**config.mk**
```make
export PLATFORM = sky130hd
export DESIGN_NAME = exec_core_flat
export DESIGN_NICKNAME = d
export VERILOG_FILES = /design/src/source/cpu_isa_pkg.sv /design/src/source/mem_map_pkg.sv /design/src/source/cpu_ifs.sv /design/src/source/exec_core.sv /design/src/flat_wrapper.sv
export SDC_FILE = /design/constraint.sdc
export NUM_CORES = 1
export LEC_CHECK = 0
export CAP_MARGIN = 5
export CORE_ASPECT_RATIO = 2
export CORE_MARGIN = 2
export CORE_UTILIZATION = 55
export CTS_CLUSTER_DIAMETER = 40
export DETAILED_ROUTE_END_ITERATION = 8
export DONT_BUFFER_PORTS = 1
export PLACE_DENSITY = 0.84
export SLEW_MARGIN = 15
export SYNTH_ARGS = -nofsm -noshare
export SYNTH_HDL_FRONTEND = slang
export SYNTH_SLANG_ARGS = --single-unit
```
**constraint.sdc**
```tcl
create_clock -name clka -period 5.05 [get_ports clka]
set_clock_uncertainty 0.15 [all_clocks]
set_input_delay 1.01 -clock clka [delete_from_list [all_inputs] [get_ports clka]]
set_output_delay 1.01 -clock clka [all_outputs]
set_load 0.01 [all_outputs]
```
**src/source/cpu_isa_pkg.sv**
```systemverilog
package cpu_isa_pkg;

  localparam int NUM_REGS = 16;

  typedef logic [15:0] word_t;
  typedef logic [$clog2(NUM_REGS)-1:0] reg_num_t;

  // numeric values match the existing program images
  typedef enum logic [7:0] {
    JMP       = 8'd1,   // operand is the new logical pc
    RAM2REG   = 8'd2,   // reg = mem[operand]
    REG2RAM   = 8'd3,   // mem[operand] = reg
    NUM2REG   = 8'd4,   // reg = operand
    REG_PLUS  = 8'd5,   // reg += operand
    REG_MINUS = 8'd6,   // reg -= operand
    EXIT      = 8'd17   // stop until reset
  } opcode_t;

  // first word of an instruction, the second word is the operand
  typedef struct packed {
    logic [7:0] op;
    logic [7:0] reg_field;   // low nibble only
  } instr_hi_t;

endpackage

```
**src/source/mem_map_pkg.sv**
```systemverilog
package mem_map_pkg;

  localparam int ADDR_W = 10;
  localparam int PAGE_W = 6;                      // 64 words per page
  localparam int PAGE_IDX_W = ADDR_W - PAGE_W;
  localparam int NUM_PAGES = 1 << PAGE_IDX_W;
  localparam int RAM_WORDS = 1 << ADDR_W;

  typedef logic [ADDR_W-1:0] addr_t;
  typedef logic [PAGE_IDX_W-1:0] page_idx_t;     // logical and physical pages
  typedef logic [PAGE_W-1:0] page_off_t;

  localparam addr_t PROG_START = '0;             // logical address of first instruction

endpackage

```
**src/source/cpu_ifs.sv**
```systemverilog
// address translation between sequencer and MMU
interface xlate_if;
  import mem_map_pkg::*;

  logic req;      // one-cycle request
  logic done;     // one-cycle completion
  addr_t vaddr;   // held by the core until done
  addr_t paddr;   // valid while done is high

  modport core (
    output req,
    output vaddr,
    input  done,
    input  paddr
  );

  modport mapper (
    input  req,
    input  vaddr,
    output done,
    output paddr
  );
endinterface

interface ram_if;
  import mem_map_pkg::*;
  import cpu_isa_pkg::*;

  logic we;
  addr_t waddr;
  word_t wdata;
  logic re;
  addr_t raddr;
  word_t rdata;   // valid the cycle after re

  modport core (output we, output waddr, output wdata, output re, output raddr, input rdata);
  modport target (input we, input waddr, input wdata, input re, input raddr, output rdata);
endinterface

```
**src/source/exec_core.sv**
```systemverilog
module exec_core (
  input logic clka,
  input logic rst,
  input logic run,
  xlate_if.core xlate,
  ram_if.core ram,
  output logic reg_wr,
  output cpu_isa_pkg::reg_num_t reg_wr_num,
  output cpu_isa_pkg::word_t reg_wr_data,
  output logic halted
);
  import cpu_isa_pkg::*;
  import mem_map_pkg::*;

  typedef enum logic [2:0] {
    S_IDLE,
    S_XREQ,     // raise translate request
    S_XWAIT,    // wait for done
    S_RDATA,    // read data arrives
    S_DECODE,
    S_STORE,
    S_HALT
  } stage_t;

  // what the current translation is for
  typedef enum logic [1:0] {
    K_FETCH0,
    K_FETCH1,
    K_LOAD,
    K_STORE
  } xkind_t;

  stage_t stage;
  xkind_t xkind;
  addr_t pc;
  addr_t st_addr;
  instr_hi_t ir_hi;
  word_t ir_lo;               // operand word
  word_t regs [NUM_REGS];
  opcode_t op;
  reg_num_t rnum;
  word_t rval;

  assign op = opcode_t'(ir_hi.op);
  assign rnum = ir_hi.reg_field[$bits(reg_num_t)-1:0];
  assign rval = regs[rnum];
  assign halted = (stage == S_HALT);

  // fetches translate the pc, data accesses the operand
  assign xlate.req = (stage == S_XREQ);
  assign xlate.vaddr = (xkind == K_FETCH0 || xkind == K_FETCH1) ? pc : ir_lo[ADDR_W-1:0];

  // read issued in the done cycle, store one cycle later
  assign ram.re = (stage == S_XWAIT) && xlate.done && (xkind != K_STORE);
  assign ram.raddr = xlate.paddr;
  assign ram.we = (stage == S_STORE);
  assign ram.waddr = st_addr;
  assign ram.wdata = rval;

  // register file write port
  always_comb begin
    reg_wr = 1'b0;
    reg_wr_num = rnum;
    reg_wr_data = ir_lo;
    if (stage == S_DECODE) begin
      case (op)
        NUM2REG: begin
          reg_wr = 1'b1;
        end
        REG_PLUS: begin
          reg_wr = 1'b1;
          reg_wr_data = rval + ir_lo;   // wraps at 16 bits
        end
        REG_MINUS: begin
          reg_wr = 1'b1;
          reg_wr_data = rval - ir_lo;
        end
        default: begin
          reg_wr = 1'b0;
        end
      endcase
    end else if (stage == S_RDATA && xkind == K_LOAD) begin
      reg_wr = 1'b1;
      reg_wr_data = ram.rdata;
    end
  end

  always_ff @(posedge clka) begin
    if (reg_wr) begin
      regs[reg_wr_num] <= reg_wr_data;
    end
  end

  always_ff @(posedge clka) begin
    if (stage == S_XWAIT && xlate.done) begin
      st_addr <= xlate.paddr;
    end
    if (stage == S_RDATA && xkind == K_FETCH0) begin
      ir_hi <= instr_hi_t'(ram.rdata);
    end
    if (stage == S_RDATA && xkind == K_FETCH1) begin
      ir_lo <= ram.rdata;
    end
  end

  always_ff @(posedge clka) begin
    if (!rst) begin
      stage <= S_IDLE;
      xkind <= K_FETCH0;
      pc <= PROG_START;
    end else begin
      case (stage)
        S_IDLE: begin
          if (run) begin
            xkind <= K_FETCH0;
            stage <= S_XREQ;
          end
        end
        S_XREQ: begin
          stage <= S_XWAIT;
        end
        S_XWAIT: begin
          if (xlate.done) begin
            stage <= (xkind == K_STORE) ? S_STORE : S_RDATA;
          end
        end
        S_RDATA: begin
          case (xkind)
            K_FETCH0: begin
              pc <= pc + 1'b1;
              xkind <= K_FETCH1;
              stage <= S_XREQ;
            end
            K_FETCH1: begin
              pc <= pc + 1'b1;
              stage <= S_DECODE;
            end
            default: begin
              xkind <= K_FETCH0;   // load written back, next instruction
              stage <= S_XREQ;
            end
          endcase
        end
        S_DECODE: begin
          xkind <= K_FETCH0;
          case (op)
            JMP: begin
              pc <= ir_lo[ADDR_W-1:0];
              stage <= S_XREQ;
            end
            RAM2REG: begin
              xkind <= K_LOAD;
              stage <= S_XREQ;
            end
            REG2RAM: begin
              xkind <= K_STORE;
              stage <= S_XREQ;
            end
            EXIT: begin
              stage <= S_HALT;
            end
            default: begin
              stage <= S_XREQ;   // register ops and unknown codes
            end
          endcase
        end
        S_STORE: begin
          xkind <= K_FETCH0;
          stage <= S_XREQ;
        end
        S_HALT: begin
          stage <= S_HALT;
        end
        default: begin
          stage <= S_IDLE;
        end
      endcase
    end
  end

endmodule

```
**src/flat_wrapper.sv**
```systemverilog
// flat-port wrapper written by rule: the top's interface ports become plain ports
module exec_core_flat import cpu_isa_pkg::*; import mem_map_pkg::*;
  (clka, rst, run, reg_wr, reg_wr_num, reg_wr_data, halted, xlate_req, xlate_vaddr, xlate_done, xlate_paddr, ram_we, ram_waddr, ram_wdata, ram_re, ram_raddr, ram_rdata);
  xlate_if xlate_i ();
  ram_if ram_i ();
  input logic clka;
  input logic rst;
  input logic run;
  output logic reg_wr;
  output cpu_isa_pkg::reg_num_t reg_wr_num;
  output cpu_isa_pkg::word_t reg_wr_data;
  output logic halted;
  output wire logic [$bits(xlate_i.req)-1:0] xlate_req;
  output wire logic [$bits(xlate_i.vaddr)-1:0] xlate_vaddr;
  input wire logic [$bits(xlate_i.done)-1:0] xlate_done;
  input wire logic [$bits(xlate_i.paddr)-1:0] xlate_paddr;
  output wire logic [$bits(ram_i.we)-1:0] ram_we;
  output wire logic [$bits(ram_i.waddr)-1:0] ram_waddr;
  output wire logic [$bits(ram_i.wdata)-1:0] ram_wdata;
  output wire logic [$bits(ram_i.re)-1:0] ram_re;
  output wire logic [$bits(ram_i.raddr)-1:0] ram_raddr;
  input wire logic [$bits(ram_i.rdata)-1:0] ram_rdata;
  assign xlate_req = xlate_i.req;
  assign xlate_vaddr = xlate_i.vaddr;
  assign xlate_i.done = xlate_done;
  assign xlate_i.paddr = xlate_paddr;
  assign ram_we = ram_i.we;
  assign ram_waddr = ram_i.waddr;
  assign ram_wdata = ram_i.wdata;
  assign ram_re = ram_i.re;
  assign ram_raddr = ram_i.raddr;
  assign ram_i.rdata = ram_rdata;
  exec_core u_core (.clka(clka), .rst(rst), .run(run), .xlate(xlate_i), .ram(ram_i), .reg_wr(reg_wr), .reg_wr_num(reg_wr_num), .reg_wr_data(reg_wr_data), .halted(halted));
endmodule
```
==> metrics.yaml <==
synthesis:
  syn-cell-area_mm2: 0.0136
  synth_edf_count: 294
  synth_cell_types: 61
  synthArstFlopShare_pct: 0
  ys_warn_count: 0
  synth_flop_cell: "edfxtp_1"
  synth_seq_cells: 313
  synth_nets: 844
  syn_area_per_cell_um2: 17.1
  syn_inst: 796
  seq_area_frac_synth_pct: 67.8
die:
  dieArea_mm2: 0.0260
  fp.dieH_um: 226
  row_count: 81
  start_util_pct: 55.8
  core-area_mm2: 0.0243
  ios: 101
  die_x_um: 115
clock_network:
  clk_pin_slew_worst_paths_ns: 0.07
  numCtsBuffers: 25
  cts_buffer_depth: 3
  h-tree-depth: 1
  cts_tree: "built"
  clk_latency_ns: 0.56
  cts_root_buf: "clkbuf_16"
  cts_num_sinks: 313
timing:
  hold_slack_ns: 0.352
  min_period_over_period_pct: 104
  fin_crit_ns: 5.25
  setup_viol: 8
  finalHoldViolations: 0
  slew_viol_final: 0
  setup_tns_ns: -0.782
  rsz0062_at_grt: "true"
  fmax_mhz: 191
  tightest_slew_ns: 0.865
  relSlewSlack_pct: 42.2
  layout_setup_ws_ns: -0.198
placed_design:
  dpl.hpwl_mm: 22.6
  port_buffers: 0
  place_congestion: 1.02
drt:
  ant_nets: 0
  route.detailed.drc: 0
  routed_wl_mm: 37.7
  vias: 8511
  via_per_inst: 7.05
  drtIter0Drc: 1001
  dr.pass1.iters: 6
  wl_per_cell_um: 31.2
power_and_ir_drop:
  leakagePower_nw: 5.49
  power_density_mw_per_mm2: 339
  power_mw: 5.53
  ir_drop_mv: 0.211
setup_path:
  crit_type: "flop to output pin"
  rrSetupSlack_ns: 0.89
  cp_slowest_cell: "mux4_2"
  timing.rr.start: "u_core.op[5]"
  rr_worst_depth: 19
  r2r-end: "u_core.regs[1][11]"
  path_delay_family: "multiplexers"
  critPathMaxStageDelay_ns: 0.58
  critPathBufInv: 2
  cp-start-kind: "flop"
  cp-end-kind: "output pin"
  crit_top_cell: "mux4_2"
  critPathRequiredTime_ns: 3.89
  arrival_ns: 4.09
  worstPathCellList: "buf_4 -> buf_12 -> mux4_2 -> mux4_2 -> ha_4 -> and3_4 -> a221o_1 -> a21o_1 -> a41o_1 -> xnor2_2 -> a21oi_4"
  crit_fanout: 11
grt:
  use_met1_pct: 30.0
  grt_first_pass_wirelength_mm: 52.5
  grtUsageMet2_pct: 50.7
  grt_max_degree: 28
  grt.met3_usage_pct: 5.39
  grt.total_usage_pct: 28.1
  grt_pass1_vias: 8480
  grt-ovfl-total: 0
  antenna_found_initial: 0
  top_usage_layer: "met2"
layout:
  fillerInstances: 1422
  n_antenna_cell: 0
  fin_util_pct: 67.0
  final_nets: 946
  drive_above_1_share_pct: 39.5
  syn2layout_area_growth_pct: 20.0
run_status:
  status: "finished with violations"
  violations: "setup timing"
worst_hold_path:
  min_from: "u_core.pc[9]"
  min_path_type: "flop to flop"
  hold_depth: 2
  whs_endpoint: "u_core.pc[9]"
job:
  maxCapViolations: 0
-- registers in the layout, indices dropped and copies added (netlist names), named ones only --
| name | count |
|---|---|
| u_core.regs | 256 |
| u_core.ir_lo | 16 |
| u_core.pc | 10 |
| u_core.ram.waddr | 10 |
| u_core.op | 8 |
| u_core.reg_wr_num | 4 |
| u_core.stage | 3 |
| u_core.xkind | 2 |
-- where the power goes --
| group | switching [mW] | leakage (nW) | internal (mW) |
|---|---|---|---|
| clock network | 0.919 | 0.432 | 1.23 |
| logic | 0.266 | 2.26 | 0.264 |
| registers | 0.0303 | 2.80 | 2.82 |
-- synthesized netlist by cell type (7+ instances only) --
| cell type | count | share of area (%) |
|---|---|---|
| o21ai_0 | 26 | 0.96 |
| a21o_1 | 12 | 0.66 |
| nand3_1 | 13 | 0.48 |
| clkbuf_1 | 28 | 0.77 |
| mux4_2 | 80 | 13 |
| nand2b_1 | 7 | 0.32 |
| o21a_1 | 7 | 0.39 |
| buf_2 | 7 | 0.26 |
| buf_4 | 14 | 0.77 |
| a21oi_1 | 28 | 1.0 |
| nor3_1 | 16 | 0.59 |
| xnor2_1 | 9 | 0.58 |
| nor2_1 | 43 | 1.2 |
| xor2_1 | 12 | 0.77 |
| dfxtp_1 | 19 | 2.8 |
| and2_1 | 7 | 0.32 |
| and3_1 | 7 | 0.32 |
| inv_1 | 13 | 0.36 |
| nand2_1 | 29 | 0.80 |
| mux2_2 | 14 | 1.2 |
| a31oi_1 | 7 | 0.32 |
| edfxtp_1 | 294 | 65 |
| ha_1 | 17 | 1.6 |
| o31ai_1 | 7 | 0.39 |
-- tightest hold or removal path, stage by stage (launching register included) --
cell      delay [ns]
dfxtp_1         0.32
o21ai_0         0.06
a21boi_0        0.07
-- logic make-up after synthesis --
kind of cell	share of synthesized area (%)
AOI/OAI and AO/OA	6.36
xor gates and xnor gates	1.52
adders and majority gates	1.71
buffers and inverters	2.28
DFF	67.8
muxes	14.5
and+or+nand+nor	5.81
-- metal layers --
metal,vias up,part of all wire (%)
li1,3416,-
met3,204,8.6
met5,-,0
met1,4280,32
met4,0,7.4
met2,611,52
-- area by class of cell --
type,instances,area [um2],share of cell area (%)
multi-input cells,417,4650,28.5
repair buffers,128,1130,6.92
well taps,290,363,2.23
clock inverters,17,255,1.57
clock buffers,29,641,3.93
inverters,13,48.8,0.299
flip-flops and latches,313,9220,56.5
-- through the flow --
step                      cell area [um2]  instances  setup slack (ns)
after floorplan                     13600        796            0.0424
after global placement              14400       1110            0.0362
after detailed placement            14400       1110           0.00577
after CTS                           16000       1195            -0.110
after global routing                16300       1207            -0.248
final                               16300       1207            -0.198
-- cell usage in the layout (no fill, tap or decap), types with 5 or more instances in the layout --
cell type / count
buf_4: 97
and2_1: 7
xnor2_2: 5
a22oi_1: 6
o21a_1: 7
a31oi_1: 5
ha_4: 13
buf_2: 7
buf_12: 10
clkbuf_16: 25
o221a_2: 5
o21ai_0: 18
o21ai_2: 6
o22ai_1: 5
xor2_1: 6
nor2_2: 12
a21oi_1: 22
edfxtp_1: 294
bufinv_16: 6
nand2b_1: 7
dfxtp_1: 17
a21o_1: 12
or3_1: 5
nand3_1: 12
buf_6: 12
mux2_2: 14
nor3_2: 9
nand2_1: 25
nor2_1: 30
inv_1: 10
xor2_2: 5
mux4_2: 80
nor3_1: 8
and3_1: 5
-- worst max path at each step --
| stage | start | endpoint | depth (start not counted) |
|---|---|---|---|
| 2_1_floorplan | flop | reg_wr_data[7] | 11 |
| 3_3_place_gp | flop | reg_wr_data[14] | 12 |
| 3_5_place_dp | flop | reg_wr_data[14] | 12 |
| 4_1_cts | flop | reg_wr_data[10] | 14 |
| 5_1_grt | u_core.ir_lo[7] | reg_wr_data[15] | 11 |
| 6_report | flop | reg_wr_data[15] | 11 |
-- repair_timing --
item                                    4_1_cts  5_1_grt
endpoints found under the setup margin       12       12
resized for setup                            70       36
hold buffers                                  0        0
endpoints found under the hold margin         0        0
cloned                                        7        1
buffers inserted                             32       12
pin swaps                                    33       30
Note: power is estimated with default switching activity, not from simulation.
