`config.mk`:
```
export PLATFORM = sky130hd
export DESIGN_NAME = page_mapper_flat
export DESIGN_NICKNAME = d
export VERILOG_FILES = /design/src/source/mem_map_pkg.sv /design/src/source/cpu_ifs.sv /design/src/source/page_mapper.sv /design/src/flat_wrapper.sv
export SDC_FILE = /design/constraint.sdc
export NUM_CORES = 1
export LEC_CHECK = 0
export BUFFER_PORTS_ARGS = -buffer_cell sky130_fd_sc_hd__buf_2
export CORE_ASPECT_RATIO = 0.9
export CORE_MARGIN = 1.5
export CORE_UTILIZATION = 60
export CTS_CLUSTER_DIAMETER = 200
export DETAILED_ROUTE_END_ITERATION = 7
export PLACE_DENSITY = 0.89
export RECOVER_POWER = 100
export SYNTH_ARGS = -nofsm -noshare
export SYNTH_HDL_FRONTEND = slang
export SYNTH_SLANG_ARGS = --single-unit
export TNS_END_PERCENT = 50
```
`constraint.sdc`:
```
create_clock -name clka -period 3.7 [get_ports clka]
set_input_delay 1.11 -clock clka [delete_from_list [all_inputs] [get_ports clka]]
set_output_delay 1.11 -clock clka [all_outputs]
set_load 0.005 [all_outputs]
```
`src/source/mem_map_pkg.sv`:
```
package mem_map_pkg;

  localparam int ADDR_W = 10;
  localparam int PAGE_W = 6;                      // 64 words per page
  localparam int PAGE_IDX_W = ADDR_W - PAGE_W;
  localparam int NUM_PAGES = 1 << PAGE_IDX_W;
  localparam int RAM_WORDS = 1 << ADDR_W;

  typedef logic [ADDR_W-1:0] addr_t;
  typedef logic [PAGE_IDX_W-1:0] page_idx_t;     // logical and physical pages
  typedef logic [PAGE_W-1:0] page_off_t;

  localparam addr_t PROG_START = '0;             // logical address of first instruction

endpackage

```
`src/source/cpu_ifs.sv`:
```
// address translation between sequencer and MMU
interface xlate_if;
  import mem_map_pkg::*;

  logic req;      // one-cycle request
  logic done;     // one-cycle completion
  addr_t vaddr;   // held by the core until done
  addr_t paddr;   // valid while done is high

  modport core (
    output req,
    output vaddr,
    input  done,
    input  paddr
  );

  modport mapper (
    input  req,
    input  vaddr,
    output done,
    output paddr
  );
endinterface


```
`src/source/page_mapper.sv`:
```
module page_mapper (
  input logic clka,
  input logic rst,
  xlate_if.mapper xlate
);
  import mem_map_pkg::*;

  typedef enum logic [1:0] {
    M_IDLE,
    M_WALK,   // follow the chain from page 0
    M_SCAN,   // look for a free physical page
    M_FULL
  } map_state_t;

  map_state_t state;
  page_idx_t chain [NUM_PAGES];   // next physical page, 0 ends the chain
  page_idx_t owner [NUM_PAGES];   // logical page held by each physical page
  logic used [NUM_PAGES];
  page_idx_t walk_ptr;
  page_idx_t tail_ptr;            // last entry of the chain
  page_idx_t scan_ptr;
  page_idx_t free_ptr;            // lowest page that may still be free
  page_idx_t last_lpage;
  page_idx_t last_ppage;
  page_idx_t lpage;
  page_off_t offset;

  assign lpage = xlate.vaddr[ADDR_W-1:PAGE_W];
  assign offset = xlate.vaddr[PAGE_W-1:0];

  // last_ppage is updated on the same edge that raises done
  assign xlate.paddr = {last_ppage, offset};

  always_ff @(posedge clka) begin
    if (!rst) begin
      state <= M_IDLE;
      xlate.done <= 1'b0;
      for (int i = 0; i < NUM_PAGES; i++) begin
        chain[i] <= '0;
        owner[i] <= '0;
        used[i] <= 1'b0;
      end
      used[0] <= 1'b1;            // physical 0 holds logical 0
      free_ptr <= page_idx_t'(1);
      last_lpage <= '0;
      last_ppage <= '0;
      walk_ptr <= '0;
      tail_ptr <= '0;
      scan_ptr <= '0;
    end else begin
      xlate.done <= 1'b0;
      case (state)
        M_IDLE: begin
          if (xlate.req) begin
            if (lpage == last_lpage) begin
              xlate.done <= 1'b1;  // same page as last time
            end else begin
              walk_ptr <= '0;
              state <= M_WALK;
            end
          end
        end
        M_WALK: begin
          if (owner[walk_ptr] == lpage) begin
            last_lpage <= lpage;
            last_ppage <= walk_ptr;
            xlate.done <= 1'b1;
            state <= M_IDLE;
          end else if (chain[walk_ptr] == '0) begin
            tail_ptr <= walk_ptr;   // end of chain, need a new page
            scan_ptr <= free_ptr;
            state <= M_SCAN;
          end else begin
            walk_ptr <= chain[walk_ptr];
          end
        end
        M_SCAN: begin
          if (!used[scan_ptr]) begin
            used[scan_ptr] <= 1'b1;
            owner[scan_ptr] <= lpage;
            chain[scan_ptr] <= '0;
            chain[tail_ptr] <= scan_ptr;   // append to chain
            free_ptr <= scan_ptr + 1'b1;
            last_lpage <= lpage;
            last_ppage <= scan_ptr;
            xlate.done <= 1'b1;
            state <= M_IDLE;
          end else if (scan_ptr == page_idx_t'(NUM_PAGES - 1)) begin
            state <= M_FULL;
          end else begin
            scan_ptr <= scan_ptr + 1'b1;
          end
        end
        default: begin
          state <= M_FULL;   // out of pages, stuck until reset
        end
      endcase
    end
  end

endmodule

```
`src/flat_wrapper.sv`:
```
// flat-port wrapper written by rule: the top's interface ports become plain ports
module page_mapper_flat import mem_map_pkg::*;
  (clka, rst, xlate_req, xlate_vaddr, xlate_done, xlate_paddr);
  xlate_if xlate_i ();
  input logic clka;
  input logic rst;
  input wire logic [$bits(xlate_i.req)-1:0] xlate_req;
  input wire logic [$bits(xlate_i.vaddr)-1:0] xlate_vaddr;
  output wire logic [$bits(xlate_i.done)-1:0] xlate_done;
  output wire logic [$bits(xlate_i.paddr)-1:0] xlate_paddr;
  assign xlate_i.req = xlate_req;
  assign xlate_i.vaddr = xlate_vaddr;
  assign xlate_done = xlate_i.done;
  assign xlate_paddr = xlate_i.paddr;
  page_mapper u_core (.clka(clka), .rst(rst), .xlate(xlate_i));
endmodule
```
==> out/qor.txt, run 1 <==
Core area: 13500 um2
Total grt overflow: 0
Vias in the first global route: 5717
Final ANT Viol Nets: 0
Multiplexer share of the synthesized area: 13.1%
R2r setup slk: 0.14 ns
Final setup viols: 0
Yosys Warn Count: 0
Max cap viols: 0
Period utilization: 96.1%
Initial antenna violation count: 1
Total CTS buffers: 17
LEAKAGE: 3.18 nW
Setup CP Type: reg -> reg
Syn Nets: 728
Max Clock Freq: 281 MHz
# nets final: 721
Async SR Flop Fraction: 0%
IO Port Bufs: 11
Mapped Cells: 707
Routed vias: 5826
Die W: 127 um
Status: finished with violations
Max Clock Skew: 0.00800 ns
Synth Area in Adders: 1.20%
Dpl hpwl: 14.3 mm
Boundary pin count: 24
Antenna Cells: 0
Synth Area in Compound Gates: 4.77%
Aggregate global-route resource usage: 28.7%
Initial DRC Count: 876
Row count: 40
Number of flops mapped to enable cells by yosys: 128
Clock Sinks: 179
WL per Instance: 22.7 um
Postcts setup bufs: 0
Drt total wl: 20.0 mm
Yosys cell types: 54
Layout cells sized above 1: 13.0%
Dominant synthesized flop cell: edfxtp_1
Starting Density: 62.1%
RSZ-0062 raised after global routing: false
Drt first pass iters: 8
H-tree Lvls: 4
CTS tree: built
Slew Limit Headroom: 38.9%
Setup crit start kind: flop
Critical Path RT: 4.01 ns
CP Max Fanout: 17
Fin cells: 881
Clk pin slew, worst setup/hold paths: 0.06 ns
WP data arrival: 3.87 ns
Pin count of the biggest net entering global routing: 45
CTS Buffer Depth: 2
XOR/XNOR Fraction of Synth Area: 0.524%
Crit end category: flop
Failing checks: design-rule violations
Mapped cell area: 8360 um2
Min-Delay Path Class: reg -> reg
Final Hold Fails: 0
Pins Over Slew Limit: 0
Area Overhead vs Synth: 7.96%
DR DRC count: 20
Worst-Skew Late Latency: 0.43 ns
Pwr dens: 560 nW/um2
Post-CTS Hold Fix Bufs: 0
Simple-gate share of the synthesized area: 18.5%
Via/cell ratio: 6.61
Worst vdd ir: 418 uV
Die area: 14700 um2
Yosys reg bits: 179
Gp weighted congestion: 0.913
Register area share after synthesis: 58.2%
TNS Setup: 0 ns
Avg Cell Area, Syn: 11.8 um2
First-pass GRT wire length: 30.8 mm
# placed instances: 849
Root Driver: clkbuf_16
Largest family of logic cells by synthesized area: simple AND/OR/NAND/NOR gates
Final min period: 3.56 ns
Worst Tran Pin Value: 0.916 ns
Die Ht: 115 um
## metrics by stage
stage / hold WS (ns) / cell area, um2 / utilization, % / total power, mW / setup slack [ns]
floorplan: 0.412 / 8360 / - / 3.13 / 0.540
global placement: 0.428 / 8510 / 63.2 / 3.32 / 0.248
detailed placement: 0.434 / 8510 / 63.2 / 3.37 / 0.0506
CTS: 0.444 / 9060 / 67.3 / 5.04 / 0.0992
global route: 0.468 / 9020 / 67.0 / 5.21 / 0.0492
finish: 0.444 / 9020 / 67.0 / 5.06 / 0.143
## power by group
group | switching, mW | internal [mW] | total (mW)
logic | 0.581 | 0.388 | 0.969
registers | 0.128 | 2.27 | 2.40
clock network | 0.695 | 0.997 | 1.69
total | 1.40 | 3.65 | 5.06
## worst max-delay path: stages, from the launching register on
cell	delay [ns]
dfxtp_1	0.85
buf_4	0.28
mux4_2	0.32
a21oi_1	0.17
or4b_2	0.68
a31oi_4	0.32
or3b_1	0.46
mux2i_1	0.29
nor2_1	0.07
## sequential cells by signal, indices dropped and copies added, names as in the netlist, 4 cells and up, named ones only
signal and flops:
u_core.last_ppage 4, u_core.walk_ptr 4, u_core.scan_ptr 4, u_core.used 16, u_core.free_ptr 4, u_core.owner 64, u_core.tail_ptr 4, u_core.chain 64
u_core.last_lpage 4
## metal layers
metal  up-vias  wire length, um  track usage [%]
met2       398             9860             47.5
met4         0              441             10.2
met1      2845             7560             37.2
met5         -                0                0
met3        59             2170             7.45
li1       2524                -                -
## Yosys cell counts (2+ instances only)
cell type | n | share of area (%)
mux2i_1 | 26 | 3.1
mux4_2 | 34 | 9.2
nor2b_1 | 9 | 0.67
a211oi_1 | 4 | 0.36
inv_1 | 11 | 0.49
clkbuf_1 | 35 | 1.6
edfxtp_1 | 128 | 46
xor2_1 | 2 | 0.21
a22oi_1 | 12 | 1.1
a21oi_1 | 10 | 0.60
buf_4 | 9 | 0.81
nand2_1 | 82 | 3.7
nor2_1 | 103 | 4.6
nand3_1 | 14 | 0.84
nand2b_1 | 3 | 0.22
a31oi_1 | 4 | 0.30
or4b_2 | 2 | 0.24
a311oi_1 | 2 | 0.21
nand4_1 | 3 | 0.22
dfxtp_1 | 51 | 12
nor3_1 | 23 | 1.4
or2_2 | 8 | 0.60
buf_2 | 8 | 0.48
a31o_2 | 2 | 0.21
ha_1 | 8 | 1.2
xnor2_1 | 3 | 0.31
nor4_1 | 7 | 0.52
mux2_2 | 5 | 0.67
and2_1 | 45 | 3.4
and4b_1 | 2 | 0.24
o21ai_0 | 15 | 0.90
nand3b_1 | 11 | 0.99
nor4b_1 | 3 | 0.31
buf_1 | 3 | 0.13
## layout by cell type (no fill, tap or decap), types with 3 or more instances in the layout
master / synthesis / final
mux4_2: 34 / 34
nand4_1: 3 / 3
buf_4: 9 / 11
nand3_1: 14 / 14
inv_1: 11 / 11
xnor2_1: 3 / 3
mux2i_1: 26 / 26
clkinv_1: 0 / 3
nor4_1: 7 / 7
o21ai_0: 15 / 16
ha_1: 8 / 8
mux2_2: 5 / 4
and2_1: 45 / 10
dfxtp_1: 51 / 49
nand2b_1: 3 / 3
nand3b_1: 11 / 11
clkbuf_1: 35 / 21
a211oi_1: 4 / 4
edfxtp_1: 128 / 128
nand2_1: 82 / 82
nor2b_1: 9 / 9
or2_2: 8 / 8
nor3_1: 23 / 23
a21oi_1: 10 / 10
and2_0: 1 / 36
nor4b_1: 3 / 3
nor2_1: 103 / 103
a22oi_1: 12 / 12
a31oi_1: 4 / 4
buf_2: 8 / 6
clkbuf_16: 0 / 18
## cell families (layout without fill, tap and decap cells)
family | count (synthesis) | in the layout
simple gates | 322 | 322
flops | 179 | 179
buf+inv | 68 | 74
mux | 66 | 66
compound gates | 59 | 59
fa+ha+maj | 8 | 8
xor+xnor | 5 | 5
## final cells by class
class	instances	area, um2
well taps	168	210
inverters	11	41.3
clock inverters	5	50.0
flip-flops and latches	179	4870
multi-input cells	460	3190
repair buffers	31	165
clock buffers	27	504
fillers	935	4440
## what timing repair did
| item | 4_1_cts | 5_1_grt |
|---|---|---|
| setup endpoints to repair | 3 | 8 |
| gates cloned | 0 | 0 |
| gates resized for setup | 1 | 1 |
## worst paths after layout
path                          startpoint                                end  depth (start not counted)
setup / recovery                    flop  u_core.last_lpage[2]$_SDFFE_PN0P_                          8
hold / removal    u_core.used[4]$_DFF_P_             u_core.used[4]$_DFF_P_                          2
setup reg to reg                    flop  u_core.last_lpage[2]$_SDFFE_PN0P_                          8
hold reg to reg   u_core.used[4]$_DFF_P_             u_core.used[4]$_DFF_P_                          2
Power figures use the tool's default switching activity.
==> run 2, diff against run 1 <==
--- a/config.mk
+++ b/config.mk
@@ -6,13 +6,14 @@
 export NUM_CORES = 1
 export LEC_CHECK = 0
 export BUFFER_PORTS_ARGS = -buffer_cell sky130_fd_sc_hd__buf_2
-export CORE_ASPECT_RATIO = 0.9
+export CORE_ASPECT_RATIO = 0.75
 export CORE_MARGIN = 1.5
 export CORE_UTILIZATION = 60
 export CTS_CLUSTER_DIAMETER = 200
 export DETAILED_ROUTE_END_ITERATION = 7
 export PLACE_DENSITY = 0.89
 export RECOVER_POWER = 100
+export SLEW_MARGIN = 20
 export SYNTH_ARGS = -nofsm -noshare
 export SYNTH_HDL_FRONTEND = slang
 export SYNTH_SLANG_ARGS = --single-unit
==> run 2 against run 1 <==
Effect of this change:
- the flow now finishes without violations
- largest power group unchanged
- die area about the same
- largest cell class unchanged
- flip-flop and latch count did not move
- fmax is 0.31% higher
- highest routed layer unchanged
- non-clock buffer count grew 3
==> out/qor.txt, run 2 (synthesis results as in run 1) <==
Final Hold Fails: 0
Final min period: 3.55 ns
Setup CP Type: reg -> reg
CTS tree: built
Max Clock Freq: 282 MHz
Metal2 WL: 9.43 mm
Gp weighted congestion: 0.981
Status: finished, final reports clean
Setup crit start kind: flop
Aggregate global-route resource usage: 29.5%
CP Max Fanout: 21
Initial antenna violation count: 0
Final ANT Viol Nets: 0
R2r setup slk: 0.15 ns
Drt total wl: 20.7 mm
# placed instances: 859
Hold Startpoint: u_core.used[9]$_DFF_P_
Critical Path RT: 4.03 ns
Initial DRC Count: 885
Area Overhead vs Synth: 9.24%
Final setup viols: 0
Worst Tran Pin Value: 1.04 ns
Die W: 139 um
IO Port Bufs: 11
Hold Path End: u_core.used[9]$_DFF_P_
Boundary pin count: 24
Clk pin slew, worst setup/hold paths: 0.07 ns
Root Driver: clkbuf_16
Via/cell ratio: 6.56
Place WS: 0.209 ns
Row count: 37
R2R cell count: 8
Crit end category: flop
Final WS setup: 0.154 ns
Vias in the first global route: 5701
Min-Delay Path Class: reg -> reg
Final core utilization: 66.9%
Routed length on met3: 2.74 mm
Routed vias: 5849
H-tree Lvls: 4
Met1 wire length: 7.97 mm
Largest regs: u_core.chain: 64 flops, u_core.owner: 64 flops, u_core.used: 16 flops
TNS Setup: 0 ns
Postcts setup bufs: 0
Worst hold stages: 2
Most common cell after layout, fill and taps aside: edfxtp_1
Top sig layer: met4
Pins Over Slew Limit: 0
Period utilization: 95.8%
Layout cells sized above 1: 15.4%
Worst vdd ir: 375 uV
Total CTS buffers: 17
Drt first pass iters: 6
Max cap viols: 0
LEAKAGE: 3.26 nW
RSZ-0062 raised after global routing: false
Slew Limit Headroom: 30.7%
# nets final: 724
Antenna Cells: 0
CTS Buffer Depth: 2
Core area: 13700 um2
First-pass GRT wire length: 31.9 mm
DR DRC count: 0
Die Ht: 105 um
WL per Instance: 23.2 um
Starting Density: 61.2%
Fin cells: 891
Dpl hpwl: 14.6 mm
Clock Sinks: 179
WP data arrival: 3.88 ns
Pin count of the biggest net entering global routing: 45
Max Clock Skew: 0.00773 ns
Total grt overflow: 0
Die area: 14700 um2
Most frequent cells in the layout: 128 x edfxtp_1, 103 x nor2_1, 82 x nand2_1
Pwr dens: 572 nW/um2
Worst-Skew Late Latency: 0.44 ns
[run 2: critical path, stage by stage (launching register included)]
cell	delay, ns
dfxtp_1	1.00
mux4_2	0.43
a22oi_1	0.28
nand2_1	0.17
or4_1	0.66
nand2_1	0.12
o2111a_1	0.36
o21ai_1	0.14
a31o_2	0.26
[run 2: per-layer routing]
| layer | vias up | track usage (%) |
|---|---|---|
| met2 | 425 | 44.6 |
| li1 | 2537 | - |
| met3 | 55 | 7.54 |
| met5 | - | 0 |
| met4 | 0 | 11.9 |
| met1 | 2832 | 41.4 |
[run 2: layout make-up]
type / count / area [um2]
tap: 175 / 219
clock buffer: 21 / 505
fill: 933 / 4530
timing repair buffer: 34 / 211
multi-input combinational: 460 / 3190
inverter: 11 / 41.3
sequential: 179 / 4870
clock inverter: 11 / 101
[run 2: worst max-delay path by stage]
stage	from	endpoint	slack, ns
global route	flop	u_core.last_lpage[0]$_SDFFE_PN0P_	0.008
finish	flop	flop	0.15
global placement	flop	u_core.last_ppage[3]$_SDFFE_PN0P_	0.34
floorplan	xlate_vaddr[9]	u_core.last_lpage[3]$_SDFFE_PN0P_	0.54
detailed placement	flop	flop	0.21
CTS	flop	u_core.scan_ptr[2]$_SDFFE_PN0P_	0.19
[run 2: metrics by stage]
step	total power, mW	instance area [um2]	hold WS, ns
3_3_place_gp	3.35	8550	0.424
6_report	5.22	9130	0.444
3_5_place_dp	3.39	8550	0.430
4_1_cts	5.19	9160	0.442
5_1_grt	5.37	9130	0.468
2_1_floorplan	3.13	8360	0.412
[run 2: what timing repair did]
| action | CTS | global route |
|---|---|---|
| resized for setup | 0 | 1 |
| hold buffers | 0 | 0 |
| setup endpoints to repair | 0 | 1 |
[run 2: where the power goes]
group | switching, mW | total [mW] | internal (mW)
Combinational | 0.602 | 1.01 | 0.407
Clock | 0.801 | 1.83 | 1.03
Sequential | 0.116 | 2.38 | 2.27
Total | 1.52 | 5.22 | 3.70
==> run 3, diff against run 2 <==
--- a/config.mk
+++ b/config.mk
@@ -6,7 +6,6 @@
 export NUM_CORES = 1
 export LEC_CHECK = 0
 export BUFFER_PORTS_ARGS = -buffer_cell sky130_fd_sc_hd__buf_2
-export CORE_ASPECT_RATIO = 0.75
 export CORE_MARGIN = 1.5
 export CORE_UTILIZATION = 60
 export CTS_CLUSTER_DIAMETER = 200
==> run 3 against run 2 <==
Effect of this change:
- clock-buffer cell count fell by 3
- first-iteration DRC count up 3.3%
- fmax rose by 0.67%
- largest power group unchanged
==> out/qor.txt, run 3 (synthesis results as in run 1) <==
Status: finished, final reports clean
Period utilization: 95.2%
Die W: 121 um
Clk pin slew, worst setup/hold paths: 0.07 ns
Layout cells sized above 1: 14.3%
Crit end category: flop
Hold Path End: u_core.used[6]$_DFF_P_
First-pass GRT wire length: 31.9 mm
Row count: 42
Starting Density: 62.4%
Total CTS buffers: 17
Worst vdd ir: 390 uV
Buf+Inv Stages, Crit Path: 0
Total grt overflow: 0
Hold Startpoint: u_core.used[6]$_DFF_P_
Crit path cell chain: mux4_2 > a22oi_1 > nand2_1 > or4_1 > nand2_1 > o2111a_1 > o21ai_1 > a31o_2
WP data arrival: 3.85 ns
Most common cell after layout, fill and taps aside: edfxtp_1
Pwr dens: 583 nW/um2
Final core utilization: 68.2%
Worst path top cell family by delay: compound AO/OA/AOI/OAI gates
Boundary pin count: 24
Drt first pass iters: 6
Worst Tran Pin Value: 0.988 ns
Slew Limit Headroom: 34.1%
Root Driver: clkbuf_16
Max Clock Skew: 0.0106 ns
WHS: 0.450 ns
Final min period: 3.52 ns
Initial antenna violation count: 0
Top cell by count, worst path: nand2_1
Antenna Cells: 0
Critical Path RT: 4.03 ns
DP Area: 8530 um2
TNS Setup: 0 ns
LEAKAGE: 3.22 nW
Worst-Skew Late Latency: 0.44 ns
Final setup viols: 0
Die area: 14600 um2
Core area: 13400 um2
Max Clock Freq: 284 MHz
Drt total wl: 20.5 mm
Pins Over Slew Limit: 0
Worst hold stages: 2
IO Port Bufs: 11
Slowest cell on crit path: dfxtp_1
Min-Delay Path Class: reg -> reg
DR DRC count: 0
Aggregate global-route resource usage: 29.9%
R2r setup slk: 0.18 ns
Max cap viols: 0
RSZ-0062 raised after global routing: false
Initial DRC Count: 914
Post-route cell area: 9140 um2
Setup CP Type: reg -> reg
Pin count of the biggest net entering global routing: 45
Final Hold Fails: 0
Gp weighted congestion: 0.939
Final ANT Viol Nets: 0
Vias in the first global route: 5810
Clock Sinks: 179
Routed vias: 5832
CTS Buffer Depth: 2
Postcts setup bufs: 0
Dpl hpwl: 14.1 mm
Via/cell ratio: 6.56
Post-CTS Hold Fix Bufs: 0
WL per Instance: 23.0 um
Most frequent cells in the layout: 128 x edfxtp_1, 103 x nor2_1, 82 x nand2_1
H-tree Lvls: 4
Slowest stage delay, CP: 0.97 ns
R2R cell count: 8
# nets final: 721
Largest regs: u_core.chain: 64 flops, u_core.owner: 64 flops, u_core.used: 16 flops
CTS tree: built
Die Ht: 121 um
Fill count: 894
Setup crit start kind: flop
CP Max Fanout: 21
Area Overhead vs Synth: 9.29%
[run 3: cell count changes in the layout (fill, tap and decap cells not counted), moves of 2 or more]
cell	change
and2_0	+2
and2_1	-2
buf_4	-4
bufinv_16	+5
clkbuf_1	+3
clkbuf_16	-3
clkinv_1	+2
clkinv_4	-2
clkinvlp_4	+2
inv_4	-2
inv_8	-2
[run 3: final cells by class]
class / instances / area, um2 / area share, %
sequential: 179 / 4870 / 53.3
clock inverter: 14 / 209 / 2.29
tap: 176 / 220 / 2.41
clock buffer: 18 / 429 / 4.70
inverter: 11 / 41.3 / 0.452
multi-input combinational: 460 / 3190 / 34.9
timing repair buffer: 31 / 184 / 2.01
[run 3: how the worst max path moves through the flow]
stage / cells past startpoint / slack, ns / end
floorplan: 9 / 0.54 / u_core.last_lpage[3]$_SDFFE_PN0P_
global placement: 8 / 0.22 / u_core.last_ppage[2]$_SDFFE_PN0P_
detailed placement: 9 / 0.02 / u_core.last_lpage[0]$_SDFFE_PN0P_
CTS: 8 / 0.20 / u_core.last_lpage[0]$_SDFFE_PN0P_
global route: 8 / 0.02 / flop
finish: 8 / 0.18 / flop
[run 3: timing repair]
action | in CTS | in global routing
resized for setup | 1 | 0
hold endpoints to repair | 0 | 0
setup endpoints to repair | 7 | 0
[run 3: tightest hold or removal path: stages (launching register included)]
cell     delay [ns]
dfxtp_1        0.31
nand2_1        0.05
nand2_1        0.04
[run 3: routing by layer]
layer | GRT usage, % | wire (um) | up-vias
li1 | - | - | 2523
met1 | 36.9 | 7290 | 2825
met2 | 49.8 | 10200 | 391
met3 | 7.19 | 2090 | 93
met4 | 14.3 | 867 | 0
met5 | 0 | 0 | -
[run 3: metrics by stage]
stage	setup slack [ns]	power, mW	instances
floorplan	0.540	3.13	707
CTS	0.202	5.30	889
global placement	0.224	3.32	857
detailed placement	0.0199	3.37	857
finish	0.178	5.32	889
global route	0.0234	5.46	889
[run 3: where the power goes]
group | internal (mW) | switching [mW]
Sequential | 2.27 | 0.124
Combinational | 0.393 | 0.582
Clock | 1.19 | 0.764
Total | 3.85 | 1.47
